File: src/source/dcache_config.svh
`ifndef DCACHE_CONFIG_SVH
`define DCACHE_CONFIG_SVH

// byte address and data word
`define DCACHE_ADDR_BITS 32
`define DCACHE_WORD_BITS 32

// 16-byte lines
`define DCACHE_OFFSET_BITS 4

// 8 sets, small on purpose so evictions come early
`define DCACHE_INDEX_BITS 3
`define DCACHE_NUM_SETS (1 << `DCACHE_INDEX_BITS)

// one burst beat per word
`define DCACHE_WORDS_PER_LINE 4

// single LRU bit per set assumes two ways
`define DCACHE_NUM_WAYS 2

`endif

File: src/source/dcache_pkg.sv
`include "dcache_config.svh"

package dcache_pkg;

    typedef logic [`DCACHE_WORD_BITS-1:0] word_t;
    typedef logic [`DCACHE_WORD_BITS/8-1:0] strb_t;
    typedef logic [`DCACHE_ADDR_BITS-1:0] addr_t;
    typedef logic [`DCACHE_ADDR_BITS-`DCACHE_INDEX_BITS-`DCACHE_OFFSET_BITS-1:0] tag_t;
    typedef logic [`DCACHE_INDEX_BITS-1:0] index_t;
    typedef logic [$clog2(`DCACHE_WORDS_PER_LINE)-1:0] word_sel_t;
    typedef logic [$clog2(`DCACHE_NUM_WAYS)-1:0] way_t;

    typedef struct packed {
        logic  write;
        addr_t addr;
        word_t wdata;
        strb_t strb;
    } cpu_req_t;

    typedef struct packed {
        word_t rdata;
    } cpu_resp_t;

    typedef struct packed {
        logic valid;
        logic dirty;
    } meta_t;

    typedef enum logic [2:0] {
        S_IDLE,
        S_LOOKUP,
        S_WB_ADDR,
        S_WB_DATA,
        S_WB_RESP,
        S_RF_ADDR,
        S_RF_DATA,
        S_RESPOND
    } fsm_state_t;

    // address split: tag | index | word | byte
    function automatic tag_t addr_tag(addr_t a);
        return a[`DCACHE_ADDR_BITS-1 -: $bits(tag_t)];
    endfunction

    function automatic index_t addr_index(addr_t a);
        return a[`DCACHE_OFFSET_BITS +: `DCACHE_INDEX_BITS];
    endfunction

    function automatic word_sel_t addr_word(addr_t a);
        return a[`DCACHE_OFFSET_BITS-1 -: $bits(word_sel_t)];
    endfunction

endpackage

File: src/source/mem_bus_pkg.sv
`include "dcache_config.svh"

package mem_bus_pkg;

    // always line aligned, burst starts at word 0
    typedef logic [`DCACHE_ADDR_BITS-1:0] mem_addr_t;

    typedef struct packed {
        logic [`DCACHE_WORD_BITS-1:0] data;
        logic                         last;
    } mem_rbeat_t;

    // full-word beats only, so no strobe
    typedef struct packed {
        logic [`DCACHE_WORD_BITS-1:0] data;
        logic                         last;
    } mem_wbeat_t;

endpackage

File: src/source/sync_ram.sv
module sync_ram #(
    parameter type data_t = logic [31:0],
    parameter int  DEPTH  = 8
) (
    input  logic                     clk,
    input  logic                     we,
    input  logic [$clog2(DEPTH)-1:0] waddr,
    input  data_t                    wdata,
    input  logic [$clog2(DEPTH)-1:0] raddr,
    output data_t                    rdata
);

    data_t mem [DEPTH];

    always_ff @(posedge clk) begin
        if (we) begin
            mem[waddr] <= wdata;
        end
        rdata <= mem[raddr];  // old contents on collision
    end

endmodule

File: src/source/beat_counter.sv
`include "dcache_config.svh"

module beat_counter (
    input  logic                  clk,
    input  logic                  rst,
    input  logic                  clear,
    input  logic                  step,
    output dcache_pkg::word_sel_t count,
    output logic                  last
);

    import dcache_pkg::*;

    always_ff @(posedge clk) begin
        if (rst || clear) begin
            count <= '0;
        end else if (step) begin
            count <= count + 1'b1;  // wraps after the final word
        end
    end

    assign last = (count == word_sel_t'(`DCACHE_WORDS_PER_LINE - 1));

endmodule

File: src/source/dcache_meta.sv
`include "dcache_config.svh"

module dcache_meta (
    input  logic                                       clk,
    input  logic                                       rst,
    input  dcache_pkg::index_t                         index,
    input  dcache_pkg::tag_t                           lookup_tag,
    input  dcache_pkg::tag_t [`DCACHE_NUM_WAYS-1:0]    way_tags,
    input  logic                                       touch,
    input  dcache_pkg::way_t                           touch_way,
    input  logic                                       set_dirty,
    input  logic                                       fill,
    input  dcache_pkg::way_t                           fill_way,
    output logic                                       hit,
    output dcache_pkg::way_t                           hit_way,
    output dcache_pkg::way_t                           victim_way,
    output logic                                       victim_dirty
);

    import dcache_pkg::*;

    meta_t [`DCACHE_NUM_WAYS-1:0] line_meta [`DCACHE_NUM_SETS];
    logic                         lru [`DCACHE_NUM_SETS];  // names the next victim
    index_t                       index_q;
    logic [`DCACHE_NUM_WAYS-1:0]  way_hit;

    // follows the RAM read address, so it lines up with way_tags
    always_ff @(posedge clk) begin
        index_q <= index;
    end

    always_comb begin
        for (int w = 0; w < `DCACHE_NUM_WAYS; w++) begin
            way_hit[w] = line_meta[index_q][w].valid && (way_tags[w] == lookup_tag);
        end
    end

    assign hit          = |way_hit;
    assign hit_way      = way_t'(way_hit[1]);
    assign victim_way   = way_t'(lru[index_q]);
    assign victim_dirty = line_meta[index_q][victim_way].valid &&
                          line_meta[index_q][victim_way].dirty;

    always_ff @(posedge clk) begin
        if (rst) begin
            for (int s = 0; s < `DCACHE_NUM_SETS; s++) begin
                line_meta[s] <= '0;
                lru[s]       <= 1'b0;
            end
        end else begin
            if (fill) begin
                line_meta[index_q][fill_way].valid <= 1'b1;
                line_meta[index_q][fill_way].dirty <= 1'b0;
            end
            // after fill, so a store miss leaves the new line dirty
            if (touch) begin
                lru[index_q] <= ~touch_way;
                if (set_dirty) begin
                    line_meta[index_q][touch_way].dirty <= 1'b1;
                end
            end
        end
    end

endmodule

File: src/source/dcache_fsm.sv
`include "dcache_config.svh"

module dcache_fsm (
    input  logic                                    clk,
    input  logic                                    rst,
    input  logic                                    req_valid,
    output logic                                    req_ready,
    input  dcache_pkg::cpu_req_t                    req,
    output logic                                    resp_valid,
    output dcache_pkg::cpu_resp_t                   resp,
    input  dcache_pkg::word_t [`DCACHE_NUM_WAYS-1:0] rdata_way,
    input  dcache_pkg::tag_t [`DCACHE_NUM_WAYS-1:0]  tag_way,
    input  logic                                    hit,
    input  dcache_pkg::way_t                        hit_way,
    input  dcache_pkg::way_t                        victim_way,
    input  logic                                    victim_dirty,
    output logic                                    touch,
    output dcache_pkg::way_t                        touch_way,
    output logic                                    set_dirty,
    output logic                                    fill,
    output dcache_pkg::way_t                        fill_way,
    output logic                                    beat_clear,
    output logic                                    beat_step,
    input  dcache_pkg::word_sel_t                   beat_count,
    input  logic                                    beat_last,
    output logic [`DCACHE_NUM_WAYS-1:0]             tag_we,
    output dcache_pkg::strb_t [`DCACHE_NUM_WAYS-1:0] data_we,
    output dcache_pkg::index_t                      ram_index,
    output dcache_pkg::word_sel_t                   ram_word,
    output dcache_pkg::word_t                       data_wdata,
    output dcache_pkg::tag_t                        req_tag,
    output logic                                    ar_valid,
    input  logic                                    ar_ready,
    output mem_bus_pkg::mem_addr_t                  ar_addr,
    input  logic                                    r_valid,
    output logic                                    r_ready,
    input  mem_bus_pkg::mem_rbeat_t                 r,
    output logic                                    aw_valid,
    input  logic                                    aw_ready,
    output mem_bus_pkg::mem_addr_t                  aw_addr,
    output logic                                    w_valid,
    input  logic                                    w_ready,
    output mem_bus_pkg::mem_wbeat_t                 w,
    input  logic                                    b_valid,
    output logic                                    b_ready
);

    import dcache_pkg::*;

    fsm_state_t state;
    cpu_req_t   req_q;
    way_t       vway_q;       // way being evicted and refilled
    word_t      miss_word_q;
    logic       accept;
    logic       r_beat;
    logic       w_load;
    logic       on_word;

    function automatic word_t merge_word(word_t old_w, word_t new_w, strb_t strb);
        word_t res;
        for (int b = 0; b < $bits(strb_t); b++) begin
            res[8*b +: 8] = strb[b] ? new_w[8*b +: 8] : old_w[8*b +: 8];
        end
        return res;
    endfunction

    // only a load hit lets the next request in during lookup
    assign req_ready  = (state == S_IDLE) || (state == S_LOOKUP && hit && !req_q.write);
    assign accept     = req_valid && req_ready;
    assign req_tag    = addr_tag(req_q.addr);
    assign resp_valid = (state == S_LOOKUP && hit) || (state == S_RESPOND);
    assign resp.rdata = (state == S_RESPOND) ? miss_word_q : rdata_way[hit_way];

    assign ar_valid = (state == S_RF_ADDR);
    assign ar_addr  = {req_q.addr[`DCACHE_ADDR_BITS-1:`DCACHE_OFFSET_BITS],
                       {`DCACHE_OFFSET_BITS{1'b0}}};
    assign r_ready  = (state == S_RF_DATA);
    assign aw_valid = (state == S_WB_ADDR);
    assign w_valid  = (state == S_WB_DATA);
    assign b_ready  = 1'b1;

    assign r_beat  = r_valid && r_ready;
    assign on_word = (beat_count == addr_word(req_q.addr));
    // next victim word goes into the w register
    assign w_load  = (aw_valid && aw_ready) || (w_valid && w_ready && !w.last);

    always_comb begin
        touch      = 1'b0;
        touch_way  = hit_way;
        set_dirty  = req_q.write;
        fill       = 1'b0;
        fill_way   = vway_q;
        beat_clear = accept;
        beat_step  = 1'b0;
        tag_we     = '0;
        data_we    = '0;
        data_wdata = merge_word(rdata_way[hit_way], req_q.wdata, req_q.strb);
        ram_index  = addr_index(req_q.addr);
        ram_word   = beat_count;
        case (state)
            S_LOOKUP: begin
                if (hit) begin
                    touch    = 1'b1;
                    ram_word = addr_word(req_q.addr);
                    if (req_q.write) begin
                        data_we[hit_way] = req_q.strb;
                    end
                end
            end
            S_WB_ADDR, S_WB_DATA: begin
                beat_step = w_load;
                ram_word  = beat_count + word_sel_t'(w_load);  // read one word ahead
            end
            S_RF_ADDR: begin
                beat_clear = 1'b1;
            end
            S_RF_DATA: begin
                if (r_beat) begin
                    beat_step       = 1'b1;
                    data_we[vway_q] = '1;
                    tag_we[vway_q]  = (beat_count == '0);
                    if (req_q.write && on_word) begin
                        data_wdata = merge_word(r.data, req_q.wdata, req_q.strb);
                    end else begin
                        data_wdata = r.data;
                    end
                    if (r.last) begin
                        fill      = 1'b1;
                        touch     = 1'b1;
                        touch_way = vway_q;
                    end
                end
            end
            default: begin
            end
        endcase
        // new request reads tags and data right away
        if (accept) begin
            ram_index = addr_index(req.addr);
            ram_word  = addr_word(req.addr);
        end
    end

    always_ff @(posedge clk) begin
        if (rst) begin
            state <= S_IDLE;
        end else begin
            case (state)
                S_IDLE: begin
                    if (accept) begin
                        state <= S_LOOKUP;
                    end
                end
                S_LOOKUP: begin
                    if (hit) begin
                        state <= accept ? S_LOOKUP : S_IDLE;
                    end else if (victim_dirty) begin
                        state <= S_WB_ADDR;
                    end else begin
                        state <= S_RF_ADDR;
                    end
                end
                S_WB_ADDR: begin
                    if (aw_ready) begin
                        state <= S_WB_DATA;
                    end
                end
                S_WB_DATA: begin
                    if (w_ready && w.last) begin
                        state <= S_WB_RESP;
                    end
                end
                S_WB_RESP: begin
                    if (b_valid) begin
                        state <= S_RF_ADDR;
                    end
                end
                S_RF_ADDR: begin
                    if (ar_ready) begin
                        state <= S_RF_DATA;
                    end
                end
                S_RF_DATA: begin
                    if (r_valid && r.last) begin
                        state <= S_RESPOND;
                    end
                end
                default: state <= S_IDLE;  // S_RESPOND
            endcase
        end
    end

    always_ff @(posedge clk) begin
        if (accept) begin
            req_q <= req;
        end
        if (state == S_LOOKUP && !hit) begin
            vway_q  <= victim_way;
            aw_addr <= {tag_way[victim_way], addr_index(req_q.addr),
                        {`DCACHE_OFFSET_BITS{1'b0}}};
        end
        if (w_load) begin
            w.data <= rdata_way[vway_q];
            w.last <= beat_last;
        end
        if (r_beat && on_word) begin
            miss_word_q <= r.data;
        end
    end

endmodule

File: src/source/dcache_top.sv
`include "dcache_config.svh"

module dcache_top (
    input  logic                    clk,
    input  logic                    rst,
    input  logic                    req_valid,
    output logic                    req_ready,
    input  dcache_pkg::cpu_req_t    req,
    output logic                    resp_valid,
    output dcache_pkg::cpu_resp_t   resp,
    output logic                    ar_valid,
    input  logic                    ar_ready,
    output mem_bus_pkg::mem_addr_t  ar_addr,
    input  logic                    r_valid,
    output logic                    r_ready,
    input  mem_bus_pkg::mem_rbeat_t r,
    output logic                    aw_valid,
    input  logic                    aw_ready,
    output mem_bus_pkg::mem_addr_t  aw_addr,
    output logic                    w_valid,
    input  logic                    w_ready,
    output mem_bus_pkg::mem_wbeat_t w,
    input  logic                    b_valid,
    output logic                    b_ready
);

    import dcache_pkg::*;

    word_t [`DCACHE_NUM_WAYS-1:0] rdata_way;
    tag_t [`DCACHE_NUM_WAYS-1:0]  tag_way;
    logic                         hit;
    way_t                         hit_way;
    way_t                         victim_way;
    logic                         victim_dirty;
    logic                         touch;
    way_t                         touch_way;
    logic                         set_dirty;
    logic                         fill;
    way_t                         fill_way;
    logic                         beat_clear;
    logic                         beat_step;
    word_sel_t                    beat_count;
    logic                         beat_last;
    logic [`DCACHE_NUM_WAYS-1:0]  tag_we;
    strb_t [`DCACHE_NUM_WAYS-1:0] data_we;
    index_t                       ram_index;
    word_sel_t                    ram_word;
    word_t                        data_wdata;
    tag_t                         req_tag;

    dcache_fsm u_fsm (.*);

    beat_counter u_beats (
        .clk   (clk),
        .rst   (rst),
        .clear (beat_clear),
        .step  (beat_step),
        .count (beat_count),
        .last  (beat_last)
    );

    dcache_meta u_meta (
        .clk          (clk),
        .rst          (rst),
        .index        (ram_index),
        .lookup_tag   (req_tag),
        .way_tags     (tag_way),
        .touch        (touch),
        .touch_way    (touch_way),
        .set_dirty    (set_dirty),
        .fill         (fill),
        .fill_way     (fill_way),
        .hit          (hit),
        .hit_way      (hit_way),
        .victim_way   (victim_way),
        .victim_dirty (victim_dirty)
    );

    for (genvar g = 0; g < `DCACHE_NUM_WAYS; g++) begin : g_way
        sync_ram #(
            .data_t (tag_t),
            .DEPTH  (`DCACHE_NUM_SETS)
        ) u_tag_ram (
            .clk   (clk),
            .we    (tag_we[g]),
            .waddr (ram_index),
            .wdata (req_tag),
            .raddr (ram_index),
            .rdata (tag_way[g])
        );

        // merged word comes from the FSM, any strobe bit writes it
        sync_ram #(
            .data_t (word_t),
            .DEPTH  (`DCACHE_NUM_SETS * `DCACHE_WORDS_PER_LINE)
        ) u_data_ram (
            .clk   (clk),
            .we    (|data_we[g]),
            .waddr ({ram_index, ram_word}),
            .wdata (data_wdata),
            .raddr ({ram_index, ram_word}),
            .rdata (rdata_way[g])
        );
    end

endmodule

File: config.mk
export PLATFORM = sky130hd
export DESIGN_NAME = dcache_top
export DESIGN_NICKNAME = d
export VERILOG_FILES = /design/src/source/dcache_pkg.sv /design/src/source/mem_bus_pkg.sv /design/src/source/sync_ram.sv /design/src/source/beat_counter.sv /design/src/source/dcache_meta.sv /design/src/source/dcache_fsm.sv /design/src/source/dcache_top.sv
export VERILOG_INCLUDE_DIRS = /design/src /design/src/source
export SDC_FILE = /design/constraint.sdc
export NUM_CORES = 2
export LEC_CHECK = 0
export BUFFER_PORTS_ARGS = -buffer_cell sky130_fd_sc_hd__buf_2
export CAP_MARGIN = 20
export CELL_PAD_IN_SITES_DETAIL_PLACEMENT = 1
export CELL_PAD_IN_SITES_GLOBAL_PLACEMENT = 1
export CORE_AREA = 2 2 444 446
export CTS_BUF_LIST = sky130_fd_sc_hd__clkbuf_2 sky130_fd_sc_hd__clkbuf_4 sky130_fd_sc_hd__clkbuf_8
export CTS_CLUSTER_SIZE = 30
export DETAILED_ROUTE_END_ITERATION = 8
export DIE_AREA = 0 0 446 448
export GPL_TIMING_DRIVEN = 0
export PLACE_DENSITY_LB_ADDON = 0.1
export SYNTH_ARGS = -nofsm -noshare
export SYNTH_HDL_FRONTEND = slang
export SYNTH_HIERARCHICAL = 1
export SYNTH_SLANG_ARGS = --single-unit
File: constraint.sdc
create_clock -name clk -period 7.5 [get_ports clk]
set_input_delay 0.75 -clock clk [delete_from_list [all_inputs] [get_ports clk]]
set_output_delay 0.75 -clock clk [all_outputs]
set_load 0.02 [all_outputs]
---- After elaboration in Yosys (flattened, before gate mapping) ----
Memory sizes are Yosys's and may differ from the RTL's. A register that Yosys moved wholly into a read port is not among the register bits.
Cells that the tools add are included.
storage, ports and cells
  register bits ........................... 171
  RAM bits ................................ 2,488
  input port bits ......................... 110
  output and inout bits ................... 136
  word-level logic and storage cells ...... 187
  memories kept ........................... 6
operators by class
  $add $sub $neg .......................... 2
  order comparisons ....................... 7
  equal/unequal tests ..................... 17
  multiplexer cells ....................... 98
  bitwise logic cells ..................... 11
  reduce and logical (&&, ||, !) cells .... 34
memories
  name                     depth  bits a word  rd ports  clocked after memory_dff  write ports  line               RTL
  g_way[0].u_data_ram.mem  32     32           1         1                         1            sync_ram.sv:13     data_t mem [DEPTH];
  g_way[1].u_data_ram.mem  32     32           1         1                         1            sync_ram.sv:13
  g_way[0].u_tag_ram.mem   8      25           1         1                         1            sync_ram.sv:13
  g_way[1].u_tag_ram.mem   8      25           1         1                         1            sync_ram.sv:13
  u_meta.line_meta         8      4            1         1                         8            dcache_meta.sv:22  meta_t [`DCACHE_NUM_WAYS-1:0] line_meta [`DCACHE_NUM_SETS];
  u_meta.lru               8      1            1         1                         8            dcache_meta.sv:23  logic lru [`DCACHE_NUM_SETS];
operators with widths
  operator            count
  $mux 32             8
  $mux 8              11
  $eq 25x25->1        2
  $mux 25             2
  $mux 1              41
  $mux 3              11
  $mux 4              7
  $pmux 3 s7          1
  $logic_and 1x1->1   18
  $pmux 8 s2          1
  $mux 2              7
  $eq 3x3->1 const B  4
  $reduce_or 4->1     3
  $and 8x8->8         1
  $demux 4 s1         2
  $lt 1x2->1 const B  4
  $ne 2x2->1 const B  4
  $or 1x1->1          8
  $demux 2 s1         3
  $eq 3x2->1 const B  2
  $reduce_and 6->1    1
  $logic_or 1x1->1    4
  $ne 2x1->1 const B  2
  $pmux 1 s2          2
  other kinds (15)    20

---- Depth between registers and ports, before layout ----
  word-level depth ........................ 13
  mapped depth ............................ 19
  depth with buffers taken out ............ 14

---- By module ----
Netlist, hierarchy kept.
modules (own cells, without submodules)
  module                               instances  cells an instance  area each (sq um)  seq. area each (sq um)
  sync_ram at g_way[0].u_data_ram ...  2          2,260              40,485.1           31,390.1
  sync_ram at g_way[0].u_tag_ram ...   2          328                8,261.7            6,506.2
  dcache_fsm                           1          649                8,328.0            4,894.7
  dcache_meta                          1          268                2,671.3            1,101.1
  beat_counter                         1          7                  91.3               40.0
  dcache_top                           1          2                  15.0               0.0

---- Worst setup path before layout ----
OpenSTA, ideal clock, no wires.
  path kind ............................... input to register
  start ................................... input port w_ready
  end ..................................... memory g_way[0].u_data_ram/mem[28][0] in the netlist's numbering (enable)
  setup time .............................. 421 ps
  arrival ................................. 5,787 ps
  setup slack ............................. 1,291 ps
  stages .................................. 9
  buffers on the path ..................... 1
  path through ............................ nand3b_1 > a21oi_1 > ha_1 > mux2_2 > nand2_1 > a41oi_1 > or3b_2 > clkbuf_1 > nor2_1
between the ends
  cells in the longest elaborated chain, start to end .. 6
ends and longest elaborated chain
  element                          line               RTL
  from (decl)                      dcache_top.sv:21   input logic w_ready,
  $logic_and 1x1->1 (2 in series)  dcache_fsm.sv:85   assign w_load = (aw_valid && aw_ready) || (w_valid && w_ready && !w.last);
  $logic_or 1x1->1                 dcache_fsm.sv:85
  $add 2x1->2                      dcache_fsm.sv:112  ram_word = beat_count + word_sel_t'(w_load);
  $pmux 2 s2                       dcache_fsm.sv:100  case (state)
  $mux 2                           dcache_fsm.sv:138  if (accept) begin
  net ram_word[1]                  dcache_top.sv:47   word_sel_t ram_word;
  to (decl)                        sync_ram.sv:13
The timed path passes the listed nets, and every way through them passes these cells.

==> impl_results.md <==
* Setup Skew at 0.0800 ns
* Sequential element share of the synthesized area at 75.3%
* Via count at 62400
* Max-slew headroom at 19.8%
* Layout Utilization at 65.1%
* Yosys top cell by area: edfxtp_1
* Htree depth at 5
* Reg clk slew, reported paths at 0.06 ns
* Maxcap violations at 0
* Die H at 448 um
* Routed len/inst at 33.8 um
* Worst path cell trace: buf_6, mux4_1, mux2i_2, nor3_1, or2_1, buf_2, nor2b_1, o211ai_2, nor2_1, a31oi_2, buf_6, buf_4, buf_4, buf_2, mux2i_1, a22oi_1, a31oi_1, nand3_1
* Setup repair bufs after CTS at 0
* Synth cell types at 64
* Hold endpoint: u_fsm/state[1]
* Final-layout fill cell count at 16800
* Post-synth ARST share at 0%
* Area growth, synth to finish at 16.6%
* Outcome: complete, no violations
* Grt met1 use at 39.7%
* Post-Syn Instances at 6102
* Worst-Skew Late Latency at 1.12 ns
* CP Class: reg2reg
* Main flop type after synthesis: edfxtp_1
* Width of the die at 446 um
* Syn. warnings at 6
* GRT met2 Usage at 57.6%
* Total wire length at 336 mm
* Count leader, synth: edfxtp_1
* # port buffers at 234
* Slowest cell on the critical path: a31oi_2
* Ranking of synthesized cells by area: edfxtp_1, mux2i_1, dfxtp_1
* Worst r2r src: u_meta/index_q[0]
* Hold depth at 4
* Final Power at 40.9 mW
* Synthesized flop and latch total at 2771
* Die Area at 200000 sq um
* TritonCTS Buffers at 455
* Busiest grt layer: met2
* GRT met3 Usage at 4.89%
* Final Setup Violations at 0
* Worst setup EP type: register
* Hold_sp: w_ready
* Critical R2R Capture: g_way[0].u_data_ram/rdata[22]
* Final hold vios at 0
* All-layer global routing usage at 33.5%
* Tmin final at 7.50 ns
* Vias in the first global route at 65900
* Final ANT Viol Nets at 0
* Min-Delay Path Class: in2reg
* Buf+Inv Stages, Crit Path at 6
* Largest net degree at the start of global routing at 65
* First-pass GRT wire length at 474 mm
* Clock Tree Buf Depth at 4
* Fin nets at 7139
* Top-area cell type share of the netlist area at 72.8%
* Initial Util at 55.8%
* Mapped Area at 109000 sq um
* PD cells at 323 nW/um^2
* EDFF count, synth at 2633
* Max frequency at 133 MHz
* Synth top cells by count: edfxtp_1, mux2i_1, a21oi_1, nand2_1, nand3_1
* CTS Root Cell: clkbuf_8
* DRC at 0
* Clock sinks at 2771
* Ratio of cells with drive above 1 in the final layout at 21.7%
* RD Place Congestion at 0.851
* Total congestion overflow at 0
* FF-to-FF setup slack at 0.005 ns
* Worst Tran Pin Value at 1.17 ns
* Maximum VDD drop at 0.252 mV
* Worst-path fanout max at 10
* Startpoint types: register
* Initial antenna violation count at 19
* Family with the most delay on the worst path: compound AO/OA/AOI/OAI gates
* Syn avg cell area at 17.8 sq um
* Worst path required time at 8.30 ns
* CP max stage delay at 0.87 ns
* Number of vias per cell at 6.28
* Period utilization at 99.9%
* Placeable Area at 195000 sq um
* Number of max-slew violations in the final report at 0
* Leak at 42.3 nW
* Worst Path Arrival at 8.29 ns
* Drt pass-1 iters at 5
* RSZ-0062 raised after global routing: no
* CTS tree: yes
* Initial DRC Count at 5859
* R2R cell count at 18
* Io pins at 246
* Hpwl dp at 225 mm
* Cell Rows at 162
cell type report:
type / instances / area, sq um / area share, %
Tap cell: 2542 / 3180 / 2.51
Buffer: 406 / 2500 / 1.97
Timing Repair Buffer: 461 / 4940 / 3.90
Inverter: 26 / 100 / 0.0790
Sequential cell: 2771 / 81800 / 64.6
Clock buffer: 653 / 8000 / 6.32
Antenna cell: 23 / 57.6 / 0.0455
Multi-Input combinational cell: 2906 / 25100 / 19.8
Clock inverter: 162 / 973 / 0.769
cell families (layout without fill, tap and decap cells):
family	Yosys count	in the layout	synth area share, %
buffers and inverters	432	1708	2.39
AND/OR/NAND/NOR	822	822	3.58
flip-flops	2771	2771	75.3
multiplexers	1283	1283	13.6
AO/OA/AOI/OAI	737	737	4.66
XOR/XNOR	53	53	0.427
other	2	32	0.00692
adder cells (fa/ha/maj)	2	2	0.0230
report_power, final:
group          switching [mW]  total [mW]  internal [mW]
sequential              0.382        18.9           18.5
combinational            6.14        8.83           2.69
clock                    6.00        13.2           7.17
total                    12.5        40.9           28.3
stage by stage:
stage | instance area, sq um | TNS, ns | hold WS (ns) | worst slack (ns) | cells
after floorplan | 109000 | 0 | 0.435 | 1.29 | 6109
after global placement | 113000 | -9607.00 | 0.446 | -5.31 | 8885
after detailed placement | 117000 | -0.0741 | 0.455 | -0.0520 | 9010
after CTS | 127000 | 0 | 0.0574 | 0.128 | 9925
after global routing | 127000 | 0 | 0.111 | 0.0333 | 9938
final | 127000 | 0 | 0.153 | 0.00484 | 9950
how the worst max path moves through the flow:
stage                                  from                         endpoint  slack (ns)  depth (start not counted)
after global placement              w_ready  g_way[1].u_data_ram/mem[11][11]       -5.31                          9
after detailed placement  u_meta/index_q[0]    g_way[0].u_data_ram/rdata[22]       -0.05                         18
final                     u_meta/index_q[0]    g_way[0].u_data_ram/rdata[22]       0.005                         18
after global routing      u_meta/index_q[0]    g_way[0].u_data_ram/rdata[22]        0.03                         18
after floorplan                     w_ready   g_way[0].u_data_ram/mem[28][0]        1.29                          9
after CTS                 u_meta/index_q[0]    g_way[0].u_data_ram/rdata[22]        0.13                         18
flip-flops by register name (all words and copies together) (netlist names), 8 cells and up:
| register | cells |
|---|---|
| u_fsm/aw_addr | 28 |
| u_fsm/w | 33 |
| u_fsm/req_q | 38 |
| u_meta/line_meta | 32 |
| g_way.u_tag_ram/rdata | 50 |
| g_way.u_data_ram/rdata | 64 |
| u_meta/lru | 8 |
| u_fsm/miss_word_q | 32 |
| u_fsm/ar_addr | 28 |
| g_way.u_tag_ram/mem | 400 |
| g_way.u_data_ram/mem | 2048 |
layer usage:
| metal | up-vias | routed length (um) |
|---|---|---|
| li1 | 26200 | - |
| met1 | 32700 | 121000 |
| met2 | 2789 | 171000 |
| met3 | 783 | 20300 |
| met4 | 4 | 24100 |
| met5 | - | 27 |
cells in the final DEF (no fill, tap or decap), types with 12 or more instances in the layout:
master,count
buf_16,51
clkbuf_4,162
dfxtp_1,138
buf_4,131
o221a_4,25
nand2b_1,20
a21o_1,17
a31oi_1,65
buf_6,61
xor2_1,50
clkinv_1,92
inv_1,23
o22ai_1,16
a22o_1,128
nor2_1,106
a21oi_1,259
nor2_4,76
nor3_1,76
clkinv_2,52
nand3b_1,45
clkbuf_8,495
clkbuf_1,124
a22oi_1,194
nand2_1,223
buf_2,309
dlygate4sd3_1,100
buf_12,57
mux2_2,112
diode_2,23
buf_1,24
nor4_1,12
mux4_1,104
edfxtp_1,2633
nand3_1,208
mux2i_1,1061
worst reg2reg max path: cells and delay by family, from the launching register on:
| family | cells | cell delay (ns) |
|---|---|---|
| multiplexers | 3 | 1.51 |
| buffers and inverters | 6 | 1.59 |
| AO/OA/AOI/OAI | 4 | 2.30 |
| AND/OR/NAND/NOR | 5 | 1.52 |
| flip-flops | 1 | 0.33 |
timing repair:
action / CTS / global route
gates resized for setup: 1 / 0
hold buffers: 100 / 0
endpoints found under the setup margin: 2 / 0
hold endpoints to repair: 103 / 0
(Power assumes the default switching activity.)
